$ cat src/isolate_cfg_pkg.sv
/*
  Isolation state encoding and sizing of the pending counters.
  Shared by the isolation controller and the two path isolators.
*/
package isolate_cfg_pkg;

  typedef enum logic [1:0] {
    Normal   = 2'd0,
    Drain    = 2'd1,
    Isolated = 2'd2
  } iso_state_t;

  // Counter holds every value from zero up to the limit itself
  function automatic int unsigned pend_cnt_width(input int unsigned limit);
    return $clog2(limit) + 1;
  endfunction

endpackage

$ cat src/axil_pkg.sv
/*
  Field widths and response codes of the single-beat memory port.
  Imported by both path isolators, the top level and the testbench.
*/
package axil_pkg;

  // Request and response fields
  localparam int unsigned AddrWidth = 32;
  localparam int unsigned DataWidth = 32;
  localparam int unsigned IdWidth   = 4;

  typedef logic [1:0] resp_t;

  // Normal completion from the downstream side
  localparam resp_t RespOkay   = 2'b00;

  // Answer for anything terminated inside the gate
  localparam resp_t RespSlvErr = 2'b10;

endpackage
$ cat src/port_isolate.sv
/*
  Isolation gate for one memory-mapped port. Upstream s_ ports face the
  requester, downstream m_ ports face the target; isolate_i requests the
  drain and isolated_o confirms it.
*/
`timescale 1ns/1ps

module port_isolate
  import axil_pkg::*;
#(
  parameter int unsigned NumPending = 4
) (
  input  logic                 clk_i,
  input  logic                 rst_n_i,
  input  logic                 isolate_i,
  output logic                 isolated_o,
  // Upstream write
  input  logic                 s_aw_valid_i,
  input  logic [AddrWidth-1:0] s_aw_addr_i,
  input  logic [IdWidth-1:0]   s_aw_id_i,
  input  logic [DataWidth-1:0] s_aw_data_i,
  output logic                 s_aw_ready_o,
  output logic                 s_b_valid_o,
  output logic [IdWidth-1:0]   s_b_id_o,
  output resp_t                s_b_resp_o,
  input  logic                 s_b_ready_i,
  // Downstream write
  output logic                 m_aw_valid_o,
  output logic [AddrWidth-1:0] m_aw_addr_o,
  output logic [IdWidth-1:0]   m_aw_id_o,
  output logic [DataWidth-1:0] m_aw_data_o,
  input  logic                 m_aw_ready_i,
  input  logic                 m_b_valid_i,
  input  logic [IdWidth-1:0]   m_b_id_i,
  input  resp_t                m_b_resp_i,
  output logic                 m_b_ready_o,
  // Upstream read
  input  logic                 s_ar_valid_i,
  input  logic [AddrWidth-1:0] s_ar_addr_i,
  input  logic [IdWidth-1:0]   s_ar_id_i,
  output logic                 s_ar_ready_o,
  output logic                 s_r_valid_o,
  output logic [IdWidth-1:0]   s_r_id_o,
  output logic [DataWidth-1:0] s_r_data_o,
  output resp_t                s_r_resp_o,
  input  logic                 s_r_ready_i,
  // Downstream read
  output logic                 m_ar_valid_o,
  output logic [AddrWidth-1:0] m_ar_addr_o,
  output logic [IdWidth-1:0]   m_ar_id_o,
  input  logic                 m_ar_ready_i,
  input  logic                 m_r_valid_i,
  input  logic [IdWidth-1:0]   m_r_id_i,
  input  logic [DataWidth-1:0] m_r_data_i,
  input  resp_t                m_r_resp_i,
  output logic                 m_r_ready_o
);

  logic block;
  logic wr_idle;
  logic rd_idle;

  // Bus ports share their names with the top level
  write_isolate #(
    .NumPending ( NumPending )
  ) i_write_isolate (
    .*,
    .block_i    ( block      ),
    .wr_idle_o  ( wr_idle    )
  );

  read_isolate #(
    .NumPending ( NumPending )
  ) i_read_isolate (
    .*,
    .block_i    ( block      ),
    .rd_idle_o  ( rd_idle    )
  );

  isolate_ctrl i_isolate_ctrl (
    .clk_i      ( clk_i      ),
    .rst_n_i    ( rst_n_i    ),
    .isolate_i  ( isolate_i  ),
    .wr_idle_i  ( wr_idle    ),
    .rd_idle_i  ( rd_idle    ),
    .block_o    ( block      ),
    .isolated_o ( isolated_o )
  );

endmodule

$ cat src/isolate_ctrl.sv
/*
  Isolation controller. Blocks both paths once isolate_i is raised and
  reports isolated_o after both paths have drained.
*/
`timescale 1ns/1ps

module isolate_ctrl
  import isolate_cfg_pkg::*;
(
  input  logic clk_i,
  input  logic rst_n_i,
  input  logic isolate_i,
  input  logic wr_idle_i,
  input  logic rd_idle_i,
  output logic block_o,
  output logic isolated_o
);

  iso_state_t state_q;
  iso_state_t state_d;

  always_comb begin
    state_d = state_q;
    case (state_q)
      Normal: begin
        if (isolate_i) begin
          state_d = Drain;
        end
      end
      Drain: begin
        // Release wins over finishing the drain
        if (!isolate_i) begin
          state_d = Normal;
        end else if (wr_idle_i && rd_idle_i) begin
          state_d = Isolated;
        end
      end
      Isolated: begin
        if (!isolate_i) begin
          state_d = Normal;
        end
      end
      default: begin
        state_d = Normal;
      end
    endcase
  end

  always_ff @(posedge clk_i) begin
    if (!rst_n_i) begin
      state_q <= Normal;
    end else begin
      state_q <= state_d;
    end
  end

  assign block_o    = (state_q != Normal);
  assign isolated_o = (state_q == Isolated);

endmodule

$ cat src/read_isolate.sv
/*
  Read path of the isolation gate. Passes reads through while open and
  counts outstanding ones; blocked reads are answered locally with an
  error response and zero data.
*/
`timescale 1ns/1ps

module read_isolate
  import axil_pkg::*;
  import isolate_cfg_pkg::*;
#(
  parameter int unsigned NumPending = 4
) (
  input  logic                 clk_i,
  input  logic                 rst_n_i,
  input  logic                 block_i,
  // Upstream side
  input  logic                 s_ar_valid_i,
  input  logic [AddrWidth-1:0] s_ar_addr_i,
  input  logic [IdWidth-1:0]   s_ar_id_i,
  output logic                 s_ar_ready_o,
  output logic                 s_r_valid_o,
  output logic [IdWidth-1:0]   s_r_id_o,
  output logic [DataWidth-1:0] s_r_data_o,
  output resp_t                s_r_resp_o,
  input  logic                 s_r_ready_i,
  // Downstream side
  output logic                 m_ar_valid_o,
  output logic [AddrWidth-1:0] m_ar_addr_o,
  output logic [IdWidth-1:0]   m_ar_id_o,
  input  logic                 m_ar_ready_i,
  input  logic                 m_r_valid_i,
  input  logic [IdWidth-1:0]   m_r_id_i,
  input  logic [DataWidth-1:0] m_r_data_i,
  input  resp_t                m_r_resp_i,
  output logic                 m_r_ready_o,
  output logic                 rd_idle_o
);

  localparam int unsigned CntWidth = pend_cnt_width(NumPending);

  logic [CntWidth-1:0] cnt_q;
  logic                cnt_full;
  logic                req_fwd;
  logic                rsp_fwd;
  logic                err_valid_q;
  logic [IdWidth-1:0]  err_id_q;
  logic                err_take;
  logic                err_pop;

  assign cnt_full = (cnt_q == CntWidth'(NumPending));

  assign m_ar_valid_o = s_ar_valid_i & ~block_i & ~cnt_full;
  assign m_ar_addr_o  = s_ar_addr_i;
  assign m_ar_id_o    = s_ar_id_i;
  assign s_ar_ready_o = block_i ? ~err_valid_q : (m_ar_ready_i & ~cnt_full);

  assign req_fwd  = m_ar_valid_o & m_ar_ready_i;
  assign err_take = block_i & s_ar_valid_i & ~err_valid_q;

  // Local error waits for any downstream beat
  assign s_r_valid_o = m_r_valid_i | err_valid_q;
  assign s_r_id_o    = m_r_valid_i ? m_r_id_i : err_id_q;
  assign s_r_data_o  = m_r_valid_i ? m_r_data_i : '0;
  assign s_r_resp_o  = m_r_valid_i ? m_r_resp_i : RespSlvErr;
  assign m_r_ready_o = s_r_ready_i;

  assign rsp_fwd = m_r_valid_i & s_r_ready_i;
  assign err_pop = err_valid_q & ~m_r_valid_i & s_r_ready_i;

  always_ff @(posedge clk_i) begin
    if (!rst_n_i) begin
      cnt_q <= '0;
    end else if (req_fwd != rsp_fwd) begin
      cnt_q <= req_fwd ? cnt_q + CntWidth'(1) : cnt_q - CntWidth'(1);
    end
  end

  always_ff @(posedge clk_i) begin
    if (!rst_n_i) begin
      err_valid_q <= 1'b0;
    end else if (err_take) begin
      err_valid_q <= 1'b1;
    end else if (err_pop) begin
      err_valid_q <= 1'b0;
    end
  end

  always_ff @(posedge clk_i) begin
    if (err_take) begin
      err_id_q <= s_ar_id_i;
    end
  end

  assign rd_idle_o = (cnt_q == '0) & ~err_valid_q;

  rd_cnt_bound: assert property (@(posedge clk_i) disable iff (!rst_n_i)
    cnt_q <= CntWidth'(NumPending))
    else $error("read pending count above limit");

  rd_no_orphan: assert property (@(posedge clk_i) disable iff (!rst_n_i)
    m_r_valid_i |-> cnt_q != '0)
    else $error("downstream read response with nothing outstanding");

endmodule

$ cat src/write_isolate.sv
/*
  Write path of the isolation gate. Forwards requests while open and
  tracks outstanding writes; while blocked, requests are accepted here
  and answered with a local error response.
*/
`timescale 1ns/1ps

module write_isolate
  import axil_pkg::*;
  import isolate_cfg_pkg::*;
#(
  parameter int unsigned NumPending = 4
) (
  input  logic                 clk_i,
  input  logic                 rst_n_i,
  input  logic                 block_i,
  // Upstream side
  input  logic                 s_aw_valid_i,
  input  logic [AddrWidth-1:0] s_aw_addr_i,
  input  logic [IdWidth-1:0]   s_aw_id_i,
  input  logic [DataWidth-1:0] s_aw_data_i,
  output logic                 s_aw_ready_o,
  output logic                 s_b_valid_o,
  output logic [IdWidth-1:0]   s_b_id_o,
  output resp_t                s_b_resp_o,
  input  logic                 s_b_ready_i,
  // Downstream side
  output logic                 m_aw_valid_o,
  output logic [AddrWidth-1:0] m_aw_addr_o,
  output logic [IdWidth-1:0]   m_aw_id_o,
  output logic [DataWidth-1:0] m_aw_data_o,
  input  logic                 m_aw_ready_i,
  input  logic                 m_b_valid_i,
  input  logic [IdWidth-1:0]   m_b_id_i,
  input  resp_t                m_b_resp_i,
  output logic                 m_b_ready_o,
  output logic                 wr_idle_o
);

  localparam int unsigned CntWidth = pend_cnt_width(NumPending);

  logic [CntWidth-1:0] cnt_q;
  logic                cnt_full;
  logic                req_fwd;
  logic                rsp_fwd;
  logic                err_valid_q;
  logic [IdWidth-1:0]  err_id_q;
  logic                err_take;
  logic                err_pop;

  assign cnt_full = (cnt_q == CntWidth'(NumPending));

  // Request channel, zero latency while open
  assign m_aw_valid_o = s_aw_valid_i & ~block_i & ~cnt_full;
  assign m_aw_addr_o  = s_aw_addr_i;
  assign m_aw_id_o    = s_aw_id_i;
  assign m_aw_data_o  = s_aw_data_i;
  assign s_aw_ready_o = block_i ? ~err_valid_q : (m_aw_ready_i & ~cnt_full);

  assign req_fwd  = m_aw_valid_o & m_aw_ready_i;
  assign err_take = block_i & s_aw_valid_i & ~err_valid_q;

  // Drained responses win over the local one
  assign s_b_valid_o = m_b_valid_i | err_valid_q;
  assign s_b_id_o    = m_b_valid_i ? m_b_id_i : err_id_q;
  assign s_b_resp_o  = m_b_valid_i ? m_b_resp_i : RespSlvErr;
  assign m_b_ready_o = s_b_ready_i;

  assign rsp_fwd = m_b_valid_i & s_b_ready_i;
  assign err_pop = err_valid_q & ~m_b_valid_i & s_b_ready_i;

  always_ff @(posedge clk_i) begin
    if (!rst_n_i) begin
      cnt_q <= '0;
    end else if (req_fwd != rsp_fwd) begin
      cnt_q <= req_fwd ? cnt_q + CntWidth'(1) : cnt_q - CntWidth'(1);
    end
  end

  always_ff @(posedge clk_i) begin
    if (!rst_n_i) begin
      err_valid_q <= 1'b0;
    end else if (err_take) begin
      err_valid_q <= 1'b1;
    end else if (err_pop) begin
      err_valid_q <= 1'b0;
    end
  end

  // Write data of a terminated request is dropped
  always_ff @(posedge clk_i) begin
    if (err_take) begin
      err_id_q <= s_aw_id_i;
    end
  end

  assign wr_idle_o = (cnt_q == '0) & ~err_valid_q;

  wr_cnt_bound: assert property (@(posedge clk_i) disable iff (!rst_n_i)
    cnt_q <= CntWidth'(NumPending))
    else $error("write pending count above limit");

  wr_no_orphan: assert property (@(posedge clk_i) disable iff (!rst_n_i)
    m_b_valid_i |-> cnt_q != '0)
    else $error("downstream write response with nothing outstanding");

endmodule

$ cat config.mk
export PLATFORM = sky130hd
export DESIGN_NAME = port_isolate
export DESIGN_NICKNAME = d
export VERILOG_FILES = /design/src/isolate_cfg_pkg.sv /design/src/axil_pkg.sv /design/src/port_isolate.sv /design/src/isolate_ctrl.sv /design/src/read_isolate.sv /design/src/write_isolate.sv
export SDC_FILE = /design/constraint.sdc
export NUM_CORES = 1
export LEC_CHECK = 0
export ABC_AREA = 1
export BUFFER_PORTS_ARGS = -buffer_cell sky130_fd_sc_hd__buf_2
export CORE_AREA = 2 2 123 125
export DETAILED_ROUTE_END_ITERATION = 12
export DIE_AREA = 0 0 125 127
export PLACE_DENSITY = 0.47
export SLEW_MARGIN = 10
export SYNTH_ARGS = -nofsm -noshare
export SYNTH_HDL_FRONTEND = slang
export SYNTH_HIERARCHICAL = 1
export SYNTH_SLANG_ARGS = --single-unit
$ cat constraint.sdc
create_clock -name clk_i -period 2.9 [get_ports clk_i]
set_clock_uncertainty 0.15 [all_clocks]
set_input_delay 0.435 -clock clk_i [delete_from_list [all_inputs] [get_ports clk_i]]
set_output_delay 0.435 -clock clk_i [all_outputs]
set_load 0.02 [all_outputs]
==> results of run 1 <==
## how the worst max path moves through the flow
stage               depth (start not counted)              to  slack [ns]
floorplan                                   4    s_ar_ready_o        1.21
global placement                            5  s_r_data_o[19]        0.89
detailed placement                          5  s_r_data_o[19]        0.89
CTS                                         5    m_ar_valid_o        0.88
global route                                5    m_ar_valid_o        0.78
finish                                      5    m_aw_valid_o        0.89
## area by class of cell
cell class              count  area, um^2
diodes                      2       5.005
clock buffers               4       88.84
fillers                  1723       12180
inverters                  51       192.7
multi-input cells         135       659.4
flip-flops and latches     18       440.4
well taps                 184       230.2
repair buffers            125       630.6
## registers in the layout (all words and copies together) (netlist names)
register / cells
i_read_isolate/err_id_q: 4
i_read_isolate/err_valid_q: 1
i_write_isolate/err_valid_q: 1
i_read_isolate/cnt_q: 3
i_write_isolate/err_id_q: 4
i_isolate_ctrl/state_q: 2
i_write_isolate/cnt_q: 3
## placed cells by master (no fill, tap or decap), types with 2 or more instances in the layout
| cell type | instances |
|---|---|
| or2_2 | 4 |
| clkbuf_16 | 3 |
| nand2_1 | 76 |
| nand3_1 | 5 |
| a21boi_0 | 2 |
| o21a_1 | 2 |
| o21ai_0 | 2 |
| and2_1 | 2 |
| o21ai_1 | 2 |
| buf_2 | 123 |
| nor2_2 | 2 |
| dfxtp_1 | 10 |
| nor3_1 | 2 |
| buf_4 | 2 |
| nand3_2 | 2 |
| nand4_1 | 2 |
| nand2_2 | 5 |
| diode_2 | 2 |
| inv_1 | 47 |
| inv_2 | 2 |
| nor2_1 | 13 |
| nand4_2 | 2 |
| nor4_1 | 2 |
| edfxtp_1 | 8 |
| fa_1 | 2 |
| a21oi_1 | 6 |
## metrics by stage
step | power [mW] | cells | hold WS, ns | cell area [um^2] | setup WS, ns
global route | 1.003 | 517 | 0.2205 | 2242 | 0.7800
global placement | 0.6432 | 513 | 0.3658 | 2153 | 0.8922
floorplan | 0.7066 | 314 | 0.3421 | 2107 | 1.214
finish | 0.9387 | 519 | 0.2246 | 2247 | 0.8903
detailed placement | 0.6410 | 513 | 0.3763 | 2153 | 0.8853
CTS | 0.9542 | 517 | 0.2216 | 2242 | 0.8790
## cells by family after synthesis
| logic type | count (synthesis) | synth area share, % |
|---|---|---|
| fa+ha+maj | 2 | 1.900 |
| flops | 18 | 20.90 |
| compound gates | 14 | 3.800 |
| simple gates | 119 | 25.59 |
| buf+inv | 161 | 47.80 |
## power by group through the flow
stage | logic [mW] | clock network (mW) | registers (mW)
2_1_floorplan | 0.399 | 0 | 0.308
5_1_grt | 0.361 | 0.331 | 0.311
4_1_cts | 0.331 | 0.316 | 0.307
6_report | 0.324 | 0.308 | 0.307
3_5_place_dp | 0.329 | 0 | 0.312
3_3_place_gp | 0.331 | 0 | 0.312
## worst register-to-register path, delay by kind of cell, from the launching register on
family / cells / cell delay, ns
flops: 1 / 0.31
simple gates: 5 / 0.65
fa+ha+maj: 1 / 0.39
compound gates: 1 / 0.13
buf+inv: 2 / 0.12
## routing by layer
| metal | share of wire (%) | GRT usage (%) |
|---|---|---|
| met1 | 33 | 10.60 |
| met2 | 46 | 16.21 |
| met3 | 19 | 9.213 |
| met4 | 2.3 | 2.876 |
| met5 | 0 | 0 |
## cells in the mapped netlist (all sizes together) (2+ instances only)
cell type | count | area (um^2)
nor2 | 16 | 72.57
buf | 109 | 810.8
o21a | 2 | 15.01
o21ai | 4 | 20.02
and2 | 2 | 12.51
clkinv | 2 | 8.750
nand4 | 4 | 37.53
fa | 2 | 40.04
edfxtp | 8 | 240.2
nor4 | 2 | 12.51
a21boi | 2 | 15.01
dfxtp | 10 | 200.2
nor3 | 2 | 10.01
nand2 | 81 | 316.5
inv | 49 | 183.9
nand3 | 7 | 45.04
or2 | 4 | 25.02
a21oi | 6 | 30.03
==> flow_metrics.py, run 1 <==
metrics = {
    "run_status": {
        "status": "complete, no violations",
    },
    "global_route": {
        "overflow": 0,
        "grt_start_max_net_pins": 33,
        "grt_first_pass_wirelength_um": 12230,
        "first_global_vias": 1620,
        "gr-usage-all-layers_pct": 10.51,
        "grt_antenna_before_repair": 3,
    },
    "drt": {
        "firstDrtPassIters": 4,
        "detail_route.wl_per_cell_um": 17.74,
        "drtAntennaViolNets": 0,
        "drt_iter0_drc": 139,
        "vias": 1816,
        "via_per_inst": 3.499,
        "post-route-drc-count": 0,
        "postRouteWirelength_um": 9209,
    },
    "critical_path": {
        "ff2ff_setup_slack_ns": 1.05,
        "crit_path_capture_type": "output port",
        "reg2reg_to": "i_write_isolate/cnt_q[2]",
        "crit_family": "simple AND/OR/NAND/NOR gates",
        "cp.arrival_ns": 1.42,
        "critPathLaunch": "i_isolate_ctrl/state_q[0]",
        "cp_max_fo": 6,
        "crit_required_ns": 2.32,
        "path_cells": "inv_1, nand2_1, nor2_1, and2_1, buf_2",
        "regToRegStartpoint": "i_isolate_ctrl/state_q[0]",
        "r2r.worst_path.cells": 9,
        "crit_slowest_cell": "dfxtp_1",
        "critical_path_class": "flip-flop to output port",
        "timing.critical_path.from_type": "flip-flop",
        "critical_path_buf_inv_count": 2,
        "critical_path.max_stage_delay_ns": 0.31,
    },
    "power": {
        "p_sw_mw": 0.3211,
        "share_comb_of_total_power_pct": 34.5,
        "power.sequential.fraction_pct": 32.7,
        "clock_power_share_pct": 32.8,
        "total_leakage_power_nw": 1.405,
        "power.share.switching_pct": 34.21,
        "vdd_ir_drop_max_uv": 167.2,
        "powerDensity_nw_per_um2": 417.7,
        "cell_internal_pwr_mw": 0.6176,
    },
    "layout": {
        "finish.net_count": 495,
        "layout-drive-gt1-share_pct": 44.44,
        "area_growth_syn_to_layout_pct": 6.651,
        "utilization_pct": 15.58,
    },
    "synthesis": {
        "syn_avg_cell_area_um2": 6.710,
        "syn-num-nets": 475,
        "netlist_area_before_placement_um2": 2107,
        "postSynthRegisterBits": 18,
        "synth_cell_types": 29,
        "post_synth_inst_count": 314,
        "synth_edf_count": 8,
        "synth-async-reset-ratio_pct": 0,
        "synth_sequential_area_ratio_pct": 20.90,
        "yosys_warnings": 6,
        "postSynth.topFlopCell": "dfxtp_1",
    },
    "clock_tree": {
        "cts-root-to-sink-buffers": 2,
        "clk-insertion-delay-late_ns": 0.25,
        "clk_root_buffer_cell": "clkbuf_16",
        "cts_hold_repair.buffers": 0,
        "ctsResizeCount": 0,
        "cts-buffers-inserted": 3,
        "clkSinkCount": 18,
        "clock_pin_slew_of_the_registers_on_the_worst_case_setup_and_hold_paths_ns": 0.06,
        "cts_tree": "yes",
        "cts-htree-levels": 1,
        "cts_post_setup_buffers_inserted": 0,
    },
    "run": {
        "max_cap_viol_count": 0,
    },
    "floorplanning": {
        "initial_cell_density_of_the_core_pct": 14.61,
        "io_pins": 316,
        "die_y_um": 127,
        "placement_rows": 44,
        "fp.dieArea_um2": 15880,
        "chipWidth_um": 125,
        "core_um2": 14420,
    },
    "placement": {
        "gp_congestion": 0.7345,
        "port_buffers": 123,
        "post-dp-hpwl_um": 8203,
    },
    "timing": {
        "grt_setup_unrepaired": "no",
        "worstMarginPinSlew_ns": 0.6324,
        "finalSetupViolCount": 0,
        "timing.max_slew.rel_slack_pct": 57.52,
        "timing_max_transition_violations_final": 0,
        "final.min_clock_period_ns": 2.010,
        "hold_vio_cnt_final": 0,
        "finalSetupTns_ns": 0,
        "finalCritPeriodShare_pct": 69.30,
        "fmax_mhz": 497.6,
    },
    "worst_hold_path": {
        "hold_path_cell_cnt": 1,
        "hold_end": "i_write_isolate/err_id_q[3]",
        "timing.hold.worst.class": "primary input to flip-flop",
        "holdCritStartpoint": "s_aw_id_i[3]",
    },
}
Note: power is estimated with default switching activity, not from simulation.
==> inputs of run 2 (changes only) <==
CORE_AREA = 2 2 122 124   (was 2 2 123 125)
DIE_AREA = 0 0 124 126   (was 0 0 125 127)
PLACE_DENSITY = 0.49   (was 0.47)
clock period = 1.7 ns   (was 2.9 ns; I/O delays follow)
==> flow_metrics.py, run 2 (synthesized netlist as in run 1, its figures left out) <==
metrics = {
    "run_status": {
        "status": "complete, no violations",
    },
    "critical_path": {
        "timing.critical_path.from_type": "flip-flop",
        "crit_slowest_cell": "dfxtp_1",
        "critical_path.max_stage_delay_ns": 0.31,
        "path_cells": "inv_2, nand2_4, nor2_1, and2_1, buf_2",
        "critical_path_class": "flip-flop to output port",
        "crit_cells": 5,
        "reg2reg_to": "i_write_isolate/cnt_q[2]",
        "crit_path_capture_type": "output port",
        "cp_capture_point": "m_aw_valid_o",
        "regToRegStartpoint": "i_isolate_ctrl/state_q[1]",
        "crit_family": "simple AND/OR/NAND/NOR gates",
        "cp.arrival_ns": 1.27,
        "critPathLaunch": "i_isolate_ctrl/state_q[1]",
        "crit_required_ns": 1.29,
        "ff2ff_setup_slack_ns": 0.13,
        "r2r.worst_path.cells": 9,
        "cp_max_fo": 5,
        "critical_path_buf_inv_count": 2,
    },
    "layout": {
        "fillCellCount": 1679,
        "utilization_pct": 16.56,
        "layout-drive-gt1-share_pct": 48.41,
        "final_cell_count_no_fill": 531,
        "final_common_cell": "buf_2",
        "area_growth_syn_to_layout_pct": 12.47,
        "most-common-layout-cells": "buf_2 (121), nand2_1 (75), inv_1 (46)",
        "finish.net_count": 507,
        "largestRegisters": "i_read_isolate/err_id_q (4), i_write_isolate/err_id_q (4)",
        "stdcell_area_um2": 2370,
    },
    "timing": {
        "finalCritPeriodShare_pct": 98.24,
        "hold-worst-slack_ns": 0.04131,
        "finalSetupViolCount": 0,
        "final.min_clock_period_ns": 1.670,
        "worstMarginPinSlew_ns": 0.2834,
        "worst_slack_ns": 0.02992,
        "timing.max_slew.rel_slack_pct": 80.93,
        "fmax_mhz": 598.8,
        "finalSetupTns_ns": 0,
        "timing_max_transition_violations_final": 0,
        "grt_setup_unrepaired": "yes",
        "hold_vio_cnt_final": 0,
    },
    "global_route": {
        "grt_start_max_net_pins": 28,
        "overflow": 0,
        "grt_antenna_before_repair": 4,
        "gr-usage-all-layers_pct": 11.88,
        "grt_first_pass_wirelength_um": 12990,
        "first_global_vias": 1720,
    },
    "clock_tree": {
        "cts-htree-levels": 1,
        "cts-root-to-sink-buffers": 2,
        "cts-buffers-inserted": 3,
        "cts_tree": "yes",
        "clk_root_buffer_cell": "clkbuf_16",
        "clk-insertion-delay-late_ns": 0.25,
        "clkSinkCount": 18,
        "clock_pin_slew_of_the_registers_on_the_worst_case_setup_and_hold_paths_ns": 0.06,
        "cts_post_setup_buffers_inserted": 0,
        "cts_hold_repair.buffers": 0,
    },
    "placement": {
        "place_inst": 525,
        "port_buffers": 123,
        "post-dp-hpwl_um": 9445,
        "post_placement_setup_slack_ns": -0.06807,
        "gp_congestion": 0.7722,
        "dp_area_um2": 2256,
    },
    "run": {
        "max_cap_viol_count": 0,
    },
    "power": {
        "post-layout-total-power_mw": 1.627,
        "total_leakage_power_nw": 1.462,
        "vdd_ir_drop_max_uv": 291.9,
        "powerDensity_nw_per_um2": 686.6,
    },
    "floorplanning": {
        "io_pins": 316,
        "initial_cell_density_of_the_core_pct": 14.72,
        "placement_rows": 44,
        "fp.dieArea_um2": 15620,
        "chipWidth_um": 124,
        "die_y_um": 126,
        "core_um2": 14310,
    },
    "drt": {
        "drtAntennaViolNets": 0,
        "postRouteWirelength_um": 10420,
        "vias": 1855,
        "post-route-drc-count": 0,
        "firstDrtPassIters": 4,
        "detail_route.wl_per_cell_um": 19.63,
        "drt_iter0_drc": 88,
        "via_per_inst": 3.493,
    },
    "worst_hold_path": {
        "holdCritStartpoint": "s_aw_id_i[0]",
        "timing.hold.worst.class": "primary input to flip-flop",
    },
}
run 2: cell types whose count changed in the layout (fill, tap and decap cells not counted), sizes merged:
cell and change:
buf +12
run 2: timing repair:
| item | in CTS | in global routing |
|---|---|---|
| pin swaps | 2 | 1 |
| gates resized for setup | 7 | 6 |
| setup endpoints to repair | 7 | 6 |
run 2: cell type report:
cell class,instances,area (um^2),area share [%]
Antenna cell,2,5.005,0.2112
Clock buffer,4,78.83,3.326
Inverter,51,192.7,8.131
Multi-Input combinational cell,135,681.9,28.78
Sequential cell,18,442.9,18.69
Tap cell,184,230.2,9.715
Timing Repair Buffer,137,738.2,31.15
run 2: power by group:
part / internal (mW) / leakage [nW] / switching [mW]
sequential: 0.490 / 0.157 / 0.0321
combinational: 0.250 / 1.27 / 0.367
clock: 0.319 / 0.0382 / 0.170
total: 1.06 / 1.46 / 0.568
run 2: how the worst min path moves through the flow:
stage	slack [ns]	to	depth (start not counted)
6_report	0.04	i_write_isolate/err_id_q[0]	1
5_1_grt	0.04	i_write_isolate/err_id_q[1]	1
4_1_cts	0.04	i_write_isolate/err_id_q[0]	1
3_5_place_dp	0.30	i_write_isolate/err_id_q[0]	1
3_3_place_gp	0.30	i_write_isolate/err_id_q[3]	1
2_1_floorplan	0.20	i_read_isolate/err_id_q[0]	0
run 2: routing by layer:
metal / track usage [%] / share of wire [%] / vias to the layer above
met5: 0 / 0.19 / -
met3: 13.63 / 27 / 24
met4: 2.247 / 1.5 / 4
li1: - / - / 892
met2: 18.03 / 43 / 195
met1: 10.58 / 29 / 740
run 2: worst reg2reg max path, cell delays in order (launching register included):
cell     delay [ns]
dfxtp_1        0.31
inv_2          0.07
nand2_4        0.07
nor2_2         0.11
nand3_2        0.11
fa_2           0.35
inv_1          0.06
nand2_1        0.06
a21oi_1        0.12
nor2_1         0.05
==> inputs of run 3 (changes only) <==
CELL_PAD_IN_SITES_DETAIL_PLACEMENT = 2   (was unset)
CELL_PAD_IN_SITES_GLOBAL_PLACEMENT = 2   (was unset)
CORE_AREA = unset   (was 2 2 122 124)
CORE_ASPECT_RATIO = 1.75   (was unset)
CORE_MARGIN = 1.5   (was unset)
CORE_UTILIZATION = 11   (was unset)
DIE_AREA = unset   (was 0 0 124 126)
PLACE_DENSITY = 0.8   (was 0.49)
==> flow_metrics.py, run 3 (synthesized netlist as in run 1, its figures left out) <==
metrics = {
    "run_status": {
        "status": "complete, no violations",
    },
    "clock_tree": {
        "cts-buffers-inserted": 3,
        "cts-root-to-sink-buffers": 2,
        "clk-insertion-delay-late_ns": 0.26,
        "clkSinkCount": 18,
        "cts_tree": "yes",
        "clk_root_buffer_cell": "clkbuf_16",
        "cts_hold_repair.buffers": 0,
        "clock_pin_slew_of_the_registers_on_the_worst_case_setup_and_hold_paths_ns": 0.06,
        "cts-htree-levels": 1,
    },
    "global_route": {
        "grt_first_pass_wirelength_um": 15700,
        "overflow": 0,
        "grt_start_max_net_pins": 18,
        "first_global_vias": 2074,
        "grt_antenna_before_repair": 1,
        "gr-usage-all-layers_pct": 11.77,
    },
    "timing": {
        "fmax_mhz": 608.5,
        "grt_setup_unrepaired": "yes",
        "finalSetupViolCount": 0,
        "worstMarginPinSlew_ns": 0.3527,
        "timing_max_transition_violations_final": 0,
        "finalCritPeriodShare_pct": 96.66,
        "hold_vio_cnt_final": 0,
        "final.min_clock_period_ns": 1.643,
        "timing.max_slew.rel_slack_pct": 76.27,
    },
    "critical_path": {
        "critical_path_class": "flip-flop to output port",
        "regToRegStartpoint": "i_isolate_ctrl/state_q[0]",
        "critical_path.max_stage_delay_ns": 0.34,
        "path_cells": "nor2_2, nand2_2, buf_4, and2_1, buf_4",
        "r2r.worst_path.cells": 9,
        "critical_path.most_common_cell": "buf_4",
        "crit_slowest_cell": "dfxtp_2",
        "crit_path_capture_type": "output port",
        "cp_max_fo": 4,
        "timing.critical_path.from_type": "flip-flop",
        "cp.arrival_ns": 1.24,
        "cp_capture_point": "m_ar_valid_o",
        "crit_required_ns": 1.29,
        "critPathLaunch": "i_read_isolate/cnt_q[1]",
        "reg2reg_to": "i_read_isolate/cnt_q[2]",
        "ff2ff_setup_slack_ns": 0.07,
    },
    "floorplanning": {
        "die_y_um": 186.1,
        "chipWidth_um": 107.6,
        "initial_cell_density_of_the_core_pct": 11.29,
        "io_pins": 316,
        "placement_rows": 66,
        "core_um2": 18660,
        "fp.dieArea_um2": 20030,
    },
    "layout": {
        "area_growth_syn_to_layout_pct": 17.76,
        "utilization_pct": 13.29,
        "most-common-layout-cells": "buf_2 (119), nand2_1 (72), inv_1 (45)",
        "finish.net_count": 508,
        "largestRegisters": "i_read_isolate/err_id_q (4), i_write_isolate/err_id_q (4)",
        "final_common_cell": "buf_2",
        "diodes": 0,
        "layout-drive-gt1-share_pct": 51.45,
    },
    "drt": {
        "vias": 1971,
        "firstDrtPassIters": 2,
        "via_per_inst": 3.375,
        "post-route-drc-count": 0,
        "drt_iter0_drc": 38,
        "detail_route.wl_per_cell_um": 21.03,
        "drtAntennaViolNets": 0,
        "postRouteWirelength_um": 12280,
    },
    "worst_hold_path": {
        "timing.hold.worst.class": "primary input to flip-flop",
        "holdCritStartpoint": "s_aw_id_i[0]",
    },
    "placement": {
        "post-dp-hpwl_um": 11190,
        "gp_congestion": 0.7878,
        "port_buffers": 123,
    },
    "power": {
        "powerDensity_nw_per_um2": 687.0,
        "total_leakage_power_nw": 1.476,
        "post-layout-total-power_mw": 1.705,
        "vdd_ir_drop_max_uv": 445.7,
    },
    "run": {
        "max_cap_viol_count": 0,
    },
}
[run 3: worst max-delay path: cells and delay by family (launching register included)]
family | cells | cell delay (ns)
flip-flops | 1 | 0.34
AND/OR/NAND/NOR | 3 | 0.32
buffers and inverters | 2 | 0.32
[run 3: report_power, final]
part	switching, mW	internal, mW	total (mW)	leakage (nW)
Sequential	0.0387	0.490	0.529	0.157
Combinational	0.405	0.265	0.670	1.28
Clock	0.192	0.314	0.506	0.0385
[run 3: timing repair]
action | CTS | global route
setup endpoints to repair | 11 | 6
endpoints found under the hold margin | 0 | 0
resized for setup | 13 | 15
setup buffers | 0 | 1
pin swaps | 1 | 7
[run 3: cell type report]
| class | instances | area (um^2) |
|---|---|---|
| Fill cell | 2315 | 16180 |
| Timing Repair Buffer | 138 | 754.5 |
| Multi-Input combinational cell | 135 | 713.2 |
| Sequential cell | 18 | 444.2 |
| Tap cell | 238 | 297.8 |
| Inverter | 51 | 192.7 |
| Clock buffer | 3 | 75.07 |
| Clock inverter | 1 | 3.754 |
[run 3: stage by stage]
stage / TNS (ns) / hold slack [ns] / cell area, um^2 / instances / worst slack, ns
2_1_floorplan: 0 / 0.2039 / 2107 / 314 / 0.02652
3_3_place_gp: -0.01355 / 0.2939 / 2323 / 579 / -0.01355
3_5_place_dp: -0.1468 / 0.2980 / 2323 / 579 / -0.07680
4_1_cts: 0 / 0.02130 / 2437 / 583 / 0.002339
5_1_grt: 0 / 0.02699 / 2481 / 584 / 0.001978
6_report: 0 / 0.03115 / 2481 / 584 / 0.05671
[run 3: per-layer routing]
metal,part of all wire (%),GRT usage [%]
met3,27,13.27
met5,0.057,0
met2,38,15.92
met1,26,9.160
met4,8.5,9.737
[run 3: worst min path at each step]
stage | end | slack [ns] | cells past startpoint
floorplan | i_read_isolate/err_id_q[0] | 0.20 | 0
global placement | i_write_isolate/err_id_q[3] | 0.29 | 1
detailed placement | i_write_isolate/err_id_q[0] | 0.30 | 1
CTS | i_write_isolate/err_id_q[0] | 0.02 | 1
global route | i_write_isolate/err_id_q[3] | 0.03 | 1
finish | i_write_isolate/err_id_q[0] | 0.03 | 1
